[src/source/lcd_pkg.sv]
package lcd_pkg;

	// one transfer on the LCD bus, same bit order as {rs, rw, data}
	typedef struct packed {
		logic       rs;	// 0 command, 1 character data
		logic       rw;	// always 0, reads not supported
		logic [7:0] data;
	} lcd_word_t;

	// display settings applied by the init sequence
	typedef struct packed {
		logic display_lines;	// N bit of function set
		logic character_font;	// F bit of function set
		logic display_on;
		logic cursor_on;
		logic blink;
		logic increment;	// I/D bit of entry mode
		logic shift;	// S bit of entry mode
	} lcd_mode_t;

	// physical pins of the HD44780 parallel bus
	typedef struct packed {
		logic       e;
		logic       rs;
		logic       rw;
		logic [7:0] data;
	} lcd_pins_t;

	// 2 x 16 display geometry
	localparam int line_length = 16;

	// DDRAM base address of each line, index is the line number
	localparam logic [1:0][7:0] line_base = {8'h40, 8'h00};

	// set DDRAM address command, address goes in the low 7 bits
	localparam logic [7:0] cmd_set_address = 8'h80;

endpackage

[src/source/lcd_text_writer.sv]
`timescale 1ns/100ps
module lcd_text_writer (
	input  logic               clk,
	input  logic               reset,
	input  logic               char_strobe,
	input  logic [7:0]         char_code,
	input  logic               home_strobe,
	input  logic               full,
	output logic               ready,
	output logic               push,
	output lcd_pkg::lcd_word_t push_word
);
	import lcd_pkg::*;

	localparam int col_bits = $clog2(line_length + 1);
	localparam logic [col_bits-1:0] col_wrap = col_bits'(line_length);

	logic                started;	// low only while in reset
	logic                line;	// cursor line, 0 or 1
	logic [col_bits-1:0] col;	// next column to write, 0..line_length
	logic                home_pending;	// address word owed before next char
	logic                addr_valid;	// held address word not yet pushed
	logic                char_valid;	// held character word not yet pushed
	lcd_word_t           addr_word;
	lcd_word_t           char_word;
	logic                wrap;
	logic                next_line;
	logic                accept_home;
	logic                accept_char;

	// line is full, the next character goes to the other line
	assign wrap      = (col == col_wrap);
	assign next_line = wrap ? ~line : line;

	// home has priority over a character in the same cycle
	assign accept_home = ready & home_strobe;
	assign accept_char = ready & char_strobe & ~home_strobe;

	assign ready     = started & ~addr_valid & ~char_valid;
	assign push      = (addr_valid | char_valid) & ~full;
	assign push_word = addr_valid ? addr_word : char_word;	// address goes out first

	always_ff @(posedge clk) begin
		if (reset) begin
			started      <= 1'b0;
			line         <= 1'b0;
			col          <= '0;
			home_pending <= 1'b0;
			addr_valid   <= 1'b0;
			char_valid   <= 1'b0;
		end else begin
			started <= 1'b1;
			if (accept_home) begin
				line         <= 1'b0;
				col          <= '0;
				home_pending <= 1'b1;
			end else if (accept_char) begin
				addr_valid   <= home_pending | wrap;
				char_valid   <= 1'b1;
				home_pending <= 1'b0;
				line         <= next_line;
				col          <= wrap ? col_bits'(1) : col + 1'b1;
			end else if (push) begin
				if (addr_valid)
					addr_valid <= 1'b0;
				else
					char_valid <= 1'b0;
			end
		end
	end

	// held words, loaded together when a character is taken
	always_ff @(posedge clk) begin
		if (accept_char) begin
			addr_word.rs   <= 1'b0;
			addr_word.rw   <= 1'b0;
			addr_word.data <= cmd_set_address | line_base[next_line];
			char_word.rs   <= 1'b1;
			char_word.rw   <= 1'b0;
			char_word.data <= char_code;
		end
	end

endmodule

[src/source/lcd_word_fifo.sv]
`timescale 1ns/100ps
module lcd_word_fifo #(
	parameter type item_t = lcd_pkg::lcd_word_t,
	parameter int  depth  = 8
) (
	input  logic  clk,
	input  logic  reset,
	input  logic  push,
	input  item_t push_item,
	input  logic  pop,
	output item_t head_item,
	output logic  empty,
	output logic  full
);

	localparam int ptr_bits   = (depth > 1) ? $clog2(depth) : 1;
	localparam int count_bits = $clog2(depth + 1);
	localparam logic [ptr_bits-1:0]   last_ptr   = ptr_bits'(depth - 1);
	localparam logic [count_bits-1:0] full_count = count_bits'(depth);

	item_t                 mem [depth];
	logic [ptr_bits-1:0]   rd_ptr;
	logic [ptr_bits-1:0]   wr_ptr;
	logic [count_bits-1:0] count;	// occupancy
	logic                  do_push;
	logic                  do_pop;

	assign empty = (count == '0);
	assign full  = (count == full_count);

	// requests that would overflow or underflow are dropped
	assign do_push = push & ~full;
	assign do_pop  = pop & ~empty;

	assign head_item = mem[rd_ptr];	// show-ahead

	always_ff @(posedge clk) begin
		if (reset) begin
			rd_ptr <= '0;
			wr_ptr <= '0;
			count  <= '0;
		end else begin
			if (do_push)
				wr_ptr <= (wr_ptr == last_ptr) ? '0 : wr_ptr + 1'b1;
			if (do_pop)
				rd_ptr <= (rd_ptr == last_ptr) ? '0 : rd_ptr + 1'b1;
			if (do_push & ~do_pop)
				count <= count + 1'b1;
			else if (do_pop & ~do_push)
				count <= count - 1'b1;
		end
	end

	always_ff @(posedge clk) begin
		if (do_push)
			mem[wr_ptr] <= push_item;
	end

endmodule

[src/source/lcd_controller.sv]
`timescale 1ns/100ps
module lcd_controller #(
	parameter int clk_per_us = 25
) (
	input  logic               clk,
	input  logic               reset,
	input  lcd_pkg::lcd_mode_t mode,
	input  logic               empty,
	input  lcd_pkg::lcd_word_t head_word,
	output logic               take,
	output lcd_pkg::lcd_pins_t pins,
	output logic               busy
);
	import lcd_pkg::*;

	localparam int cnt_bits = $clog2(500 * clk_per_us + 1);

	typedef logic [cnt_bits-1:0] count_t;

	// power-up wait
	localparam count_t power_up_end = count_t'(500 * clk_per_us - 1);

	// init schedule, each command has e high for 10 us
	localparam count_t fs_end    = count_t'(10 * clk_per_us);
	localparam count_t dc_start  = count_t'(60 * clk_per_us);
	localparam count_t dc_end    = count_t'(70 * clk_per_us);
	localparam count_t clr_start = count_t'(120 * clk_per_us);
	localparam count_t clr_end   = count_t'(130 * clk_per_us);
	localparam count_t em_start  = count_t'(330 * clk_per_us);
	localparam count_t em_end    = count_t'(340 * clk_per_us);
	localparam count_t init_end  = count_t'(440 * clk_per_us - 1);

	// word transfer, setup 1 us, e high 13 us, 50 us total
	localparam count_t e_rise   = count_t'(clk_per_us);
	localparam count_t e_fall   = count_t'(14 * clk_per_us);
	localparam count_t xfer_end = count_t'(50 * clk_per_us);

	typedef enum logic [1:0] {
		st_power_up,
		st_init,
		st_idle,
		st_transfer
	} state_t;

	state_t    state;
	count_t    cnt;	// cycles since state entry
	lcd_word_t word_q;	// word being sent
	logic [7:0] function_set;
	logic [7:0] display_control;
	logic [7:0] entry_mode;

	// init commands from the requested mode
	assign function_set    = {4'b0011, mode.display_lines, mode.character_font, 2'b00};
	assign display_control = {5'b00001, mode.display_on, mode.cursor_on, mode.blink};
	assign entry_mode      = {6'b000001, mode.increment, mode.shift};

	always_ff @(posedge clk) begin
		if (reset) begin
			state <= st_power_up;
			cnt   <= '0;
		end else begin
			case (state)
				st_power_up: begin
					if (cnt == power_up_end) begin
						state <= st_init;
						cnt   <= '0;
					end else
						cnt <= cnt + 1'b1;
				end
				st_init: begin
					if (cnt == init_end) begin
						state <= st_idle;
						cnt   <= '0;
					end else
						cnt <= cnt + 1'b1;
				end
				st_idle: begin
					cnt <= '0;
					if (!empty)
						state <= st_transfer;
				end
				default: begin	// st_transfer
					if (cnt == xfer_end) begin
						state <= st_idle;
						cnt   <= '0;
					end else
						cnt <= cnt + 1'b1;
				end
			endcase
		end
	end

	always_ff @(posedge clk) begin
		if (take)
			word_q <= head_word;
	end

	// pins and handshake decoded from state and counter
	always_comb begin
		pins = '0;
		take = 1'b0;
		busy = 1'b1;
		case (state)
			st_init: begin
				if (cnt < fs_end) begin
					pins.e    = 1'b1;
					pins.data = function_set;
				end else if (cnt >= dc_start && cnt < dc_end) begin
					pins.e    = 1'b1;
					pins.data = display_control;
				end else if (cnt >= clr_start && cnt < clr_end) begin
					pins.e    = 1'b1;
					pins.data = 8'h01;	// clear display
				end else if (cnt >= em_start && cnt < em_end) begin
					pins.e    = 1'b1;
					pins.data = entry_mode;
				end
			end
			st_idle: begin
				take = ~empty;	// pop the head as soon as it shows
				busy = ~empty;
			end
			st_transfer: begin
				pins.rs   = word_q.rs;
				pins.rw   = word_q.rw;
				pins.data = word_q.data;
				pins.e    = (cnt >= e_rise) && (cnt < e_fall);
			end
			default: ;	// power-up, all pins low
		endcase
	end

endmodule

[src/source/lcd_subsystem.sv]
`timescale 1ns/100ps
module lcd_subsystem #(
	parameter int clk_per_us = 25,
	parameter int fifo_depth = 8
) (
	input  logic               clk,
	input  logic               reset,
	input  logic               char_strobe,
	input  logic [7:0]         char_code,
	input  logic               home_strobe,
	input  lcd_pkg::lcd_mode_t mode,
	output logic               ready,
	output logic               busy,
	output lcd_pkg::lcd_pins_t pins
);
	import lcd_pkg::*;

	logic      push;
	lcd_word_t push_word;
	logic      full;
	logic      empty;
	lcd_word_t head_word;
	logic      take;

	lcd_text_writer writer (
		.clk        (clk),
		.reset      (reset),
		.char_strobe(char_strobe),
		.char_code  (char_code),
		.home_strobe(home_strobe),
		.full       (full),
		.ready      (ready),
		.push       (push),
		.push_word  (push_word)
	);

	lcd_word_fifo #(
		.item_t(lcd_word_t),
		.depth (fifo_depth)
	) word_fifo (
		.clk      (clk),
		.reset    (reset),
		.push     (push),
		.push_item(push_word),
		.pop      (take),
		.head_item(head_word),
		.empty    (empty),
		.full     (full)
	);

	lcd_controller #(
		.clk_per_us(clk_per_us)
	) controller (
		.clk      (clk),
		.reset    (reset),
		.mode     (mode),
		.empty    (empty),
		.head_word(head_word),
		.take     (take),
		.pins     (pins),
		.busy     (busy)
	);

endmodule

[config.mk]
export PLATFORM = sky130hd
export DESIGN_NAME = lcd_subsystem
export DESIGN_NICKNAME = d
export VERILOG_FILES = /design/src/source/lcd_pkg.sv /design/src/source/lcd_text_writer.sv /design/src/source/lcd_word_fifo.sv /design/src/source/lcd_controller.sv /design/src/source/lcd_subsystem.sv
export SDC_FILE = /design/constraint.sdc
export NUM_CORES = 1
export LEC_CHECK = 0
export ABC_AREA = 1
export BUFFER_PORTS_ARGS = -buffer_cell sky130_fd_sc_hd__clkbuf_2
export CORE_MARGIN = 2
export CORE_UTILIZATION = 65
export CTS_CLUSTER_DIAMETER = 150
export DETAILED_ROUTE_END_ITERATION = 8
export HOLD_SLACK_MARGIN = 0.05
export PLACE_DENSITY = 0.84
export SLEW_MARGIN = 10
export SYNTH_ARGS = -nofsm -noshare
export SYNTH_HDL_FRONTEND = slang
export SYNTH_SLANG_ARGS = --single-unit
[constraint.sdc]
create_clock -name clk -period 3.3 [get_ports clk]
set_clock_uncertainty 0.1 [all_clocks]
set_input_delay 0.66 -clock clk [delete_from_list [all_inputs] [get_ports clk]]
set_output_delay 0.66 -clock clk [all_outputs]
set_load 0.01 [all_outputs]
==> summary.txt, run 1 <==
Clock network
  • CTS Sinks: between 100 and 150
  • CTS Buffer Depth: 2
  • Clk_lat worst skew: 0.52 ns
  • PostCTS Resize Cnt: 0
  • H-tree levels: 4
  • Clock-pin slew on the worst setup and hold paths: roughly 0.07 ns
  • TritonCTS clock tree: built
  • Hold_buf cts: 0
  • CTS Buf Count: 17
  • Number of setup buffers added after CTS: 0
  • CTS root buffer: clkbuf_8

Worst setup path
  • Top delay family on crit path: simple AND/OR/NAND/NOR gates
  • Crit Path Class: reg -> out
  • Crit path arrival time: between 2 and 2.5 ns
  • Slowest stage delay, CP: 0.53 ns
  • Critical path buffer and inverter count: 2
  • Data required time of the worst path: 2.54 ns
  • Critical-path cell list: inv_2 > nor2_1 > nand3_1 > nand2_1 > nand3_1 > nor2_1 > nor2_1 > nand2_1 > nand2_1 > clkbuf_2
  • Max stage delay cell, worst path: dfxtp_1
  • Startpoint Class: flip-flop
  • Critical Path End Type: output pin
  • Worst Path Max Fanout: 7

Die
  • Initial core utilization: 0.6720
  • Die width: 98.96 microns
  • I/O Pins: 32
  • Die ar.: between 9000 and 10000 sq um
  • Row cnt: 34
  • Die height: just under 100 microns
  • Core area: approximately 8700 sq um

Pwr
  • Peak supply drop: between 500 and 600 uV
  • Leakage: approximately 2.9 nW
  • Total power: 3.635 mW
  • PwrDens: around 540 nW/um^2

Timing
  • Setup_tns: 0 ns
  • Final count of hold timing violations: 0
  • Final setup fails: 0
  • Max Fclk: ~350 MHz
  • Worst slew pin tran: around 0.66 ns
  • Final critical-path required period: 2.874 ns
  • RSZ-0062 raised after global routing: no
  • Fin crit share: 0.8709
  • Rel. slew slack: 0.5576
  • Slew Limit Fails: 0

Placement
  • PortBufs: 30
  • Area after DPL: 6127 sq um
  • RD Place Congestion: a little over 0.9
  • Post-DP HPWL: just under 9 mm
  • Placed cells: 763

GRT
  • Largest net degree at the start of global routing: 39
  • Grt met2 use: 0.4725
  • GRT met1 Usage: 0.3461
  • GRT Total Usage: 0.2875
  • Global route hottest layer: met2
  • Vias in the first global route: between 4000 and 5000
  • Initial antenna violation count: 0
  • First-pass GRT wire length: 21.71 mm
  • Met3 Usage GRT: 0.07730
  • Congestion Overflow GR: 0

Layout
  • Most common cell after layout, fill and taps aside: nor2_1
  • Non-Filler Instances: about 800
  • Share of cells above drive strength 1: 0.1252
  • Ant diodes: 0
  • Nets: 708
  • Area of the multi-input gates: approximately 2100 sq um
  • Area Growth Syn to Fin: 14.18%
  • Register area: approximately 3400 sq um
  • Most frequent cells in the layout: nor2_1, nand2_1, edfxtp_1
  • Fillers: between 500 and 600
  • Cell area after layout: roughly 6700 sq um

Logic synthesis
  • Net Count, Synth: approximately 670
  • Sequential element share of the synthesized area: 0.5841
  • FF+latch count, synth: about 130
  • Mapped cell area: 5861 sq um
  • Yosys warns: 0
  • Mean Syn Cell Area: 9.258 sq um
  • Yosys cell types: 39
  • Cells after Synth: 633

Flow run
  • Max-Cap Viols: 0

Drt
  • Via Count: 4647
  • Initial DRC Count: 448
  • Final wirelength: around 13 mm
  • Drc violations: 0
  • Vias per Instance: 5.845
  • Drt wl/cell: 16.97 microns
  • Final ANT Viol Nets: 0
  • DR pass1 iterations: 6

Worst hold path
  • Hold Crit Class: in -> reg

Run status
  • Outcome: completed
## synth_stat cells (all sizes together)
cell,instances,area [sq um]
a21oi,17,85.08
a22oi,1,7.510
a31oi,2,12.51
buf,11,67.57
clkbuf,7,26.28
clkinv,1,3.750
conb,1,3.750
dfxtp,36,720.7
edfxtp,90,2703
fa,1,20.02
ha,14,175.2
inv,74,277.8
nand2,121,464.2
nand3,27,145.1
nand3b,1,7.510
nand4,8,56.30
nor2,139,539.3
nor3,7,35.03
nor4,1,6.260
o211a,1,10.01
o211ai,5,37.54
o21ai,37,188.9
o21bai,1,7.510
o32ai,18,157.7
or2,1,6.260
xnor2,1,8.760
xor2,10,87.58
## registers in the layout, summed over array words and instances (netlist names)
signal	flops
controller.cnt	14
controller.state	2
controller.word_q	9
word_fifo.count	4
word_fifo.mem	72
word_fifo.rd_ptr	3
word_fifo.wr_ptr	3
writer.addr_valid	1
writer.addr_word	1
writer.char_valid	1
writer.char_word	8
writer.col	5
writer.home_pending	1
writer.line	1
writer.started	1
## through the flow
step / hold WS (ns) / setup WS, ns / utilization
CTS: 0.2105 / 0.4414 / 0.7673
finish: 0.2196 / 0.4262 / 0.7673
global route: 0.2025 / 0.2362 / 0.7673
floorplan: 0.3332 / 1.123 / -
detailed placement: 0.3604 / 0.8443 / 0.7026
global placement: 0.3448 / 0.9968 / 0.7026
## report_power, final
group	total [mW]	leakage [nW]	internal (mW)	switching (mW)
Sequential	1.73	1.10	1.71	0.0199
Combinational	0.136	1.48	0.0482	0.0882
Clock	1.76	0.272	1.02	0.742
## cells by family (layout without fill, tap and decap cells)
logic type | after synthesis | after routing | synth area share
buffers and inverters | 93 | 147 | 0.06405
xor gates and xnor gates | 11 | 11 | 0.01644
adders and majority gates | 15 | 15 | 0.03331
other | 1 | 1 | 0.0006399
DFF | 126 | 126 | 0.5841
and+or+nand+nor | 305 | 305 | 0.2150
AOI/OAI and AO/OA | 82 | 82 | 0.08647
## path summary, 6_finish.rpt
check | start | endpoint | slack (ns) | depth (start not counted)
max | controller.cnt[8]$_SDFF_PP0_ | pins[0] | 0.43 | 10
min | char_code[5] | writer.char_word[5]$_DFFE_PP_ | 0.22 | 1
max reg2reg | word_fifo.count[0]$_SDFFE_PP0P_ | word_fifo.count[3]$_SDFFE_PP0P_ | 0.77 | 14
min reg2reg | controller.cnt[0]$_SDFF_PP0_ | controller.cnt[0]$_SDFF_PP0_ | 0.37 | 1
## final cells by class
type                    count  area share
clock buffers              17     0.06189
clock inverters            15     0.02244
inverters                  75     0.04207
multi-input cells         414      0.3082
flip-flops and latches    126      0.5116
well taps                 108     0.02019
repair buffers             40     0.03366
## worst register-to-register path: stages, from the launching register on
cell and delay (ns):
dfxtp_1 0.36, nor2_1 0.22, nand3_1 0.10, o21ai_1 0.27, inv_1 0.14, ha_1 0.26, inv_1 0.13, ha_1 0.25
nand2_1 0.07, inv_1 0.03, o21ai_0 0.19, nand3b_1 0.10, nand2_1 0.07, nand2_1 0.05, a21oi_1 0.13
## layer usage
| metal | vias to the layer above | share of wire |
|---|---|---|
| met5 | - | 0 |
| met4 | 0 | 0.034 |
| met3 | 53 | 0.087 |
| met2 | 261 | 0.49 |
| met1 | 2138 | 0.39 |
| li1 | 2195 | - |
No activity file was read; power rests on OpenSTA's default activity.
==> run 2: changes to the inputs <==
--- a/config.mk
+++ b/config.mk
@@ -8,11 +8,11 @@
 export ABC_AREA = 1
 export BUFFER_PORTS_ARGS = -buffer_cell sky130_fd_sc_hd__clkbuf_2
 export CORE_MARGIN = 2
-export CORE_UTILIZATION = 65
+export CORE_UTILIZATION = 55
 export CTS_CLUSTER_DIAMETER = 150
 export DETAILED_ROUTE_END_ITERATION = 8
 export HOLD_SLACK_MARGIN = 0.05
-export PLACE_DENSITY = 0.84
+export PLACE_DENSITY = 0.76
 export SLEW_MARGIN = 10
 export SYNTH_ARGS = -nofsm -noshare
 export SYNTH_HDL_FRONTEND = slang
==> constraint.sdc (replaced) <==
create_clock -name clk -period 2.35 [get_ports clk]
set_clock_uncertainty 0.1 [all_clocks]
set_input_delay 0.47 -clock clk [delete_from_list [all_inputs] [get_ports clk]]
set_output_delay 0.47 -clock clk [all_outputs]
set_load 0.01 [all_outputs]
==> run 2 against run 1 <==
  * Critical path type unchanged
  * The run now ends with negative setup slack left
  * Clock power grew 48%
  * First-iteration DRC count is 1.6% higher
  * Utilization fell by 4.5 points
  * Hold slack worse by 0.061 ns
  * Total power rose by 45%
  * Die area up 17%
  * Combinational power increased by 71%
  * Worst setup slack lost 0.51 ns
  * Via count is 3.8% higher
  * Final area increased by 11%
==> summary.txt, run 2 (synthesis results as in run 1) <==
Placement
  • RD Place Congestion: 0.9243 (+0.21%)
  • DP Worst Slack: 0.1077 ns (-0.7366 ns)
  • Post-DP HPWL: 8.549 mm (-3.0%)
  • PortBufs: 30 (unchanged)

Timing
  • Worst Hold Slack: 0.1585 ns (-0.06105 ns)
  • Final critical-path required period: ~2.4 ns
  • Final count of hold timing violations: 0 (unchanged)
  • Fin crit share: 1.037
  • Rel. slew slack: 0.5626 (+0.005034)
  • Final setup fails: 4 (+4)
  • Slack of the critical path: -0.08806 ns (-0.5142 ns)
  • Setup_tns: -0.3222 ns (-0.3222 ns)
  • Slew Limit Fails: 0 (unchanged)
  • RSZ-0062 raised after global routing: yes
  • Max Fclk: ~400 MHz
  • Worst slew pin tran: 0.6551 ns (-0.007540 ns)

Layout
  • Ant diodes: 0 (unchanged)
  • Area Growth Syn to Fin: 27.16%
  • Most frequent cells in the layout: nor2_1, nand2_1, edfxtp_1
  • Nets: 754 (+6.5%)
  • Most common cell after layout, fill and taps aside: nor2_1
  • Max reg flops: 72 (unchanged)
  • Largest regs: word_fifo.mem: 72 flops, controller.cnt: 14 flops, controller.word_q: 9 flops
  • Share of cells above drive strength 1: 0.2582 (+0.1330)
  • Fillers: 654 (+19%)
  • Reg with most FFs: word_fifo.mem

Die
  • Initial core utilization: 0.5677 (-0.1043)
  • Die width: 107.2 microns (+8.4%)
  • Die ar.: 11500 sq um (+17%)
  • I/O Pins: 32 (unchanged)
  • Row cnt: 37 (+8.8%)
  • Die height: 107.2 microns (+8.4%)
  • Core area: 10320 sq um (+18%)

Drt
  • Drc violations: 0 (unchanged)
  • Final wirelength: 14.06 mm (+4.3%)
  • Via Count: 4822 (+3.8%)
  • DR pass1 iterations: 5 (-1)
  • Drt wl/cell: 16.20 microns (-4.5%)
  • Initial DRC Count: 455 (+1.6%)
  • Final ANT Viol Nets: 0 (unchanged)
  • Vias per Instance: 5.555 (-5.0%)

Clock network
  • CTS Buf Count: 17 (unchanged)
  • TritonCTS clock tree: built
  • CTS Buffer Depth: 2 (unchanged)
  • CTS root buffer: clkbuf_8
  • Clock-pin slew on the worst setup and hold paths: 0.06 ns (about the same)
  • Clk_lat worst skew: 0.51 ns (about the same)
  • CTS Sinks: 126 (unchanged)
  • H-tree levels: 4 (unchanged)

Worst hold path
  • WHS Endpoint: writer.home_pending$_SDFFE_PP0P_
  • Hold Crit Class: in -> reg
  • Worst Hold Launch: home_strobe
  • Hold path cells: 3 (+2)

Worst setup path
  • Data required time of the worst path: 1.78 ns (-0.76 ns)
  • Crit Path Class: reg -> out
  • Worst reg2reg startpoint: word_fifo.count[0]$_SDFFE_PP0P_
  • Crit path arrival time: 1.87 ns (-0.24 ns)
  • Startpoint Class: flip-flop
  • Reg2reg end: word_fifo.count[3]$_SDFFE_PP0P_
  • Worst Reg-to-Reg Cells: 15 (+1)
  • Critical Path End Type: output pin
  • R2R Setup Slk: 0.20 ns (-0.57 ns)
  • Worst Path Max Fanout: 6 (-1)

GRT
  • Vias in the first global route: 4532 (-1.8%)
  • Initial antenna violation count: 0 (unchanged)
  • First-pass GRT wire length: 21.60 mm (-0.54%)
  • Largest net degree at the start of global routing: 38 (-2.6%)
  • GRT Total Usage: 0.2466 (-0.04081)
  • Congestion Overflow GR: 0 (unchanged)

Pwr
  • Peak supply drop: 694.4 uV (+28%)
  • Leakage: 3.165 nW (+11%)
  • PwrDens: 706.9 nW/um^2 (+30%)
  • Total power: 5.268 mW (+45%)

Run status
  • Failing checks: negative setup slack
  • Outcome: finished with violations

Flow run
  • Max-Cap Viols: 0 (unchanged)
## run 2: changes by cell type in the layout (fill, tap and decap cells not counted), moves of 5 or more
cell and delta:
nand2_2 +6, inv_1 -12, buf_4 +36, dlygate4sd3_1 +8
inv_2 +8, nand3_1 -7, nand2_4 +5, nor2_2 +7
dfxtp_1 -14, inv_6 -6, dfxtp_4 +12, nor2_4 +11
nor2_1 -18, nand2_1 -12
## run 2: how the worst max path moves through the flow
stage | startpoint | endpoint | slack, ns | cells after the start
floorplan | word_fifo.count[0]$_SDFFE_PP0P_ | word_fifo.count[3]$_SDFFE_PP0P_ | 0.17 | 15
global placement | word_fifo.count[0]$_SDFFE_PP0P_ | word_fifo.count[3]$_SDFFE_PP0P_ | 0.24 | 15
detailed placement | word_fifo.count[0]$_SDFFE_PP0P_ | word_fifo.count[3]$_SDFFE_PP0P_ | 0.11 | 14
CTS | controller.cnt[2]$_SDFF_PP0_ | pins[1] | -0.03 | 8
global route | controller.cnt[3]$_SDFF_PP0_ | pins[10] | -0.17 | 10
finish | controller.cnt[3]$_SDFF_PP0_ | pins[0] | -0.09 | 10
## run 2: final cells by class
type / count / area [sq um] / area share
clock inverters: 11 / 167.7 / 0.02250
inverters: 75 / 291.5 / 0.03912
multi-input cells: 414 / 2328 / 0.3125
repair buffers: 86 / 598.1 / 0.08026
clock buffers: 20 / 425.4 / 0.05709
flip-flops and latches: 126 / 3471 / 0.4657
well taps: 136 / 170.2 / 0.02283
## run 2: timing repair
action | 4_1_cts | 5_1_grt
gates cloned | 0 | 0
buffers inserted | 20 | 10
resized for setup | 73 | 44
pin swaps | 25 | 24
hold endpoints to repair | 8 | 0
hold buffers | 8 | 0
endpoints found under the setup margin | 7 | 8
## run 2: stage by stage
step / cells / cell area [sq um] / utilization
3_3_place_gp: 799 / 6222 / 0.6027
4_1_cts: 858 / 7246 / 0.7019
5_1_grt: 868 / 7452 / 0.7219
3_5_place_dp: 799 / 6222 / 0.6027
2_1_floorplan: 633 / 5861 / -
6_report: 868 / 7452 / 0.7219
## run 2: power by group
part | switching, mW | leakage (nW) | internal (mW)
logic | 0.135 | 1.77 | 0.0984
clock network | 0.895 | 0.286 | 1.71
registers | 0.0307 | 1.11 | 2.40
## run 2: critical path, stage by stage (launching register included)
cell     delay [ns]
dfxtp_4        0.42
nand3_4        0.13
buf_4          0.16
nand2_1        0.06
nand2_1        0.07
nand2_1        0.07
nand3_2        0.11
nand3_2        0.10
nand2_1        0.06
nand2_1        0.06
buf_2          0.12
## run 2: layer usage
metal	GRT usage	vias to the layer above	wire, microns
li1	-	2286	-
met1	0.3095	2274	5666
met2	0.4146	224	7022
met3	0.05775	38	1009
met4	0.09462	0	366
met5	0	-	0
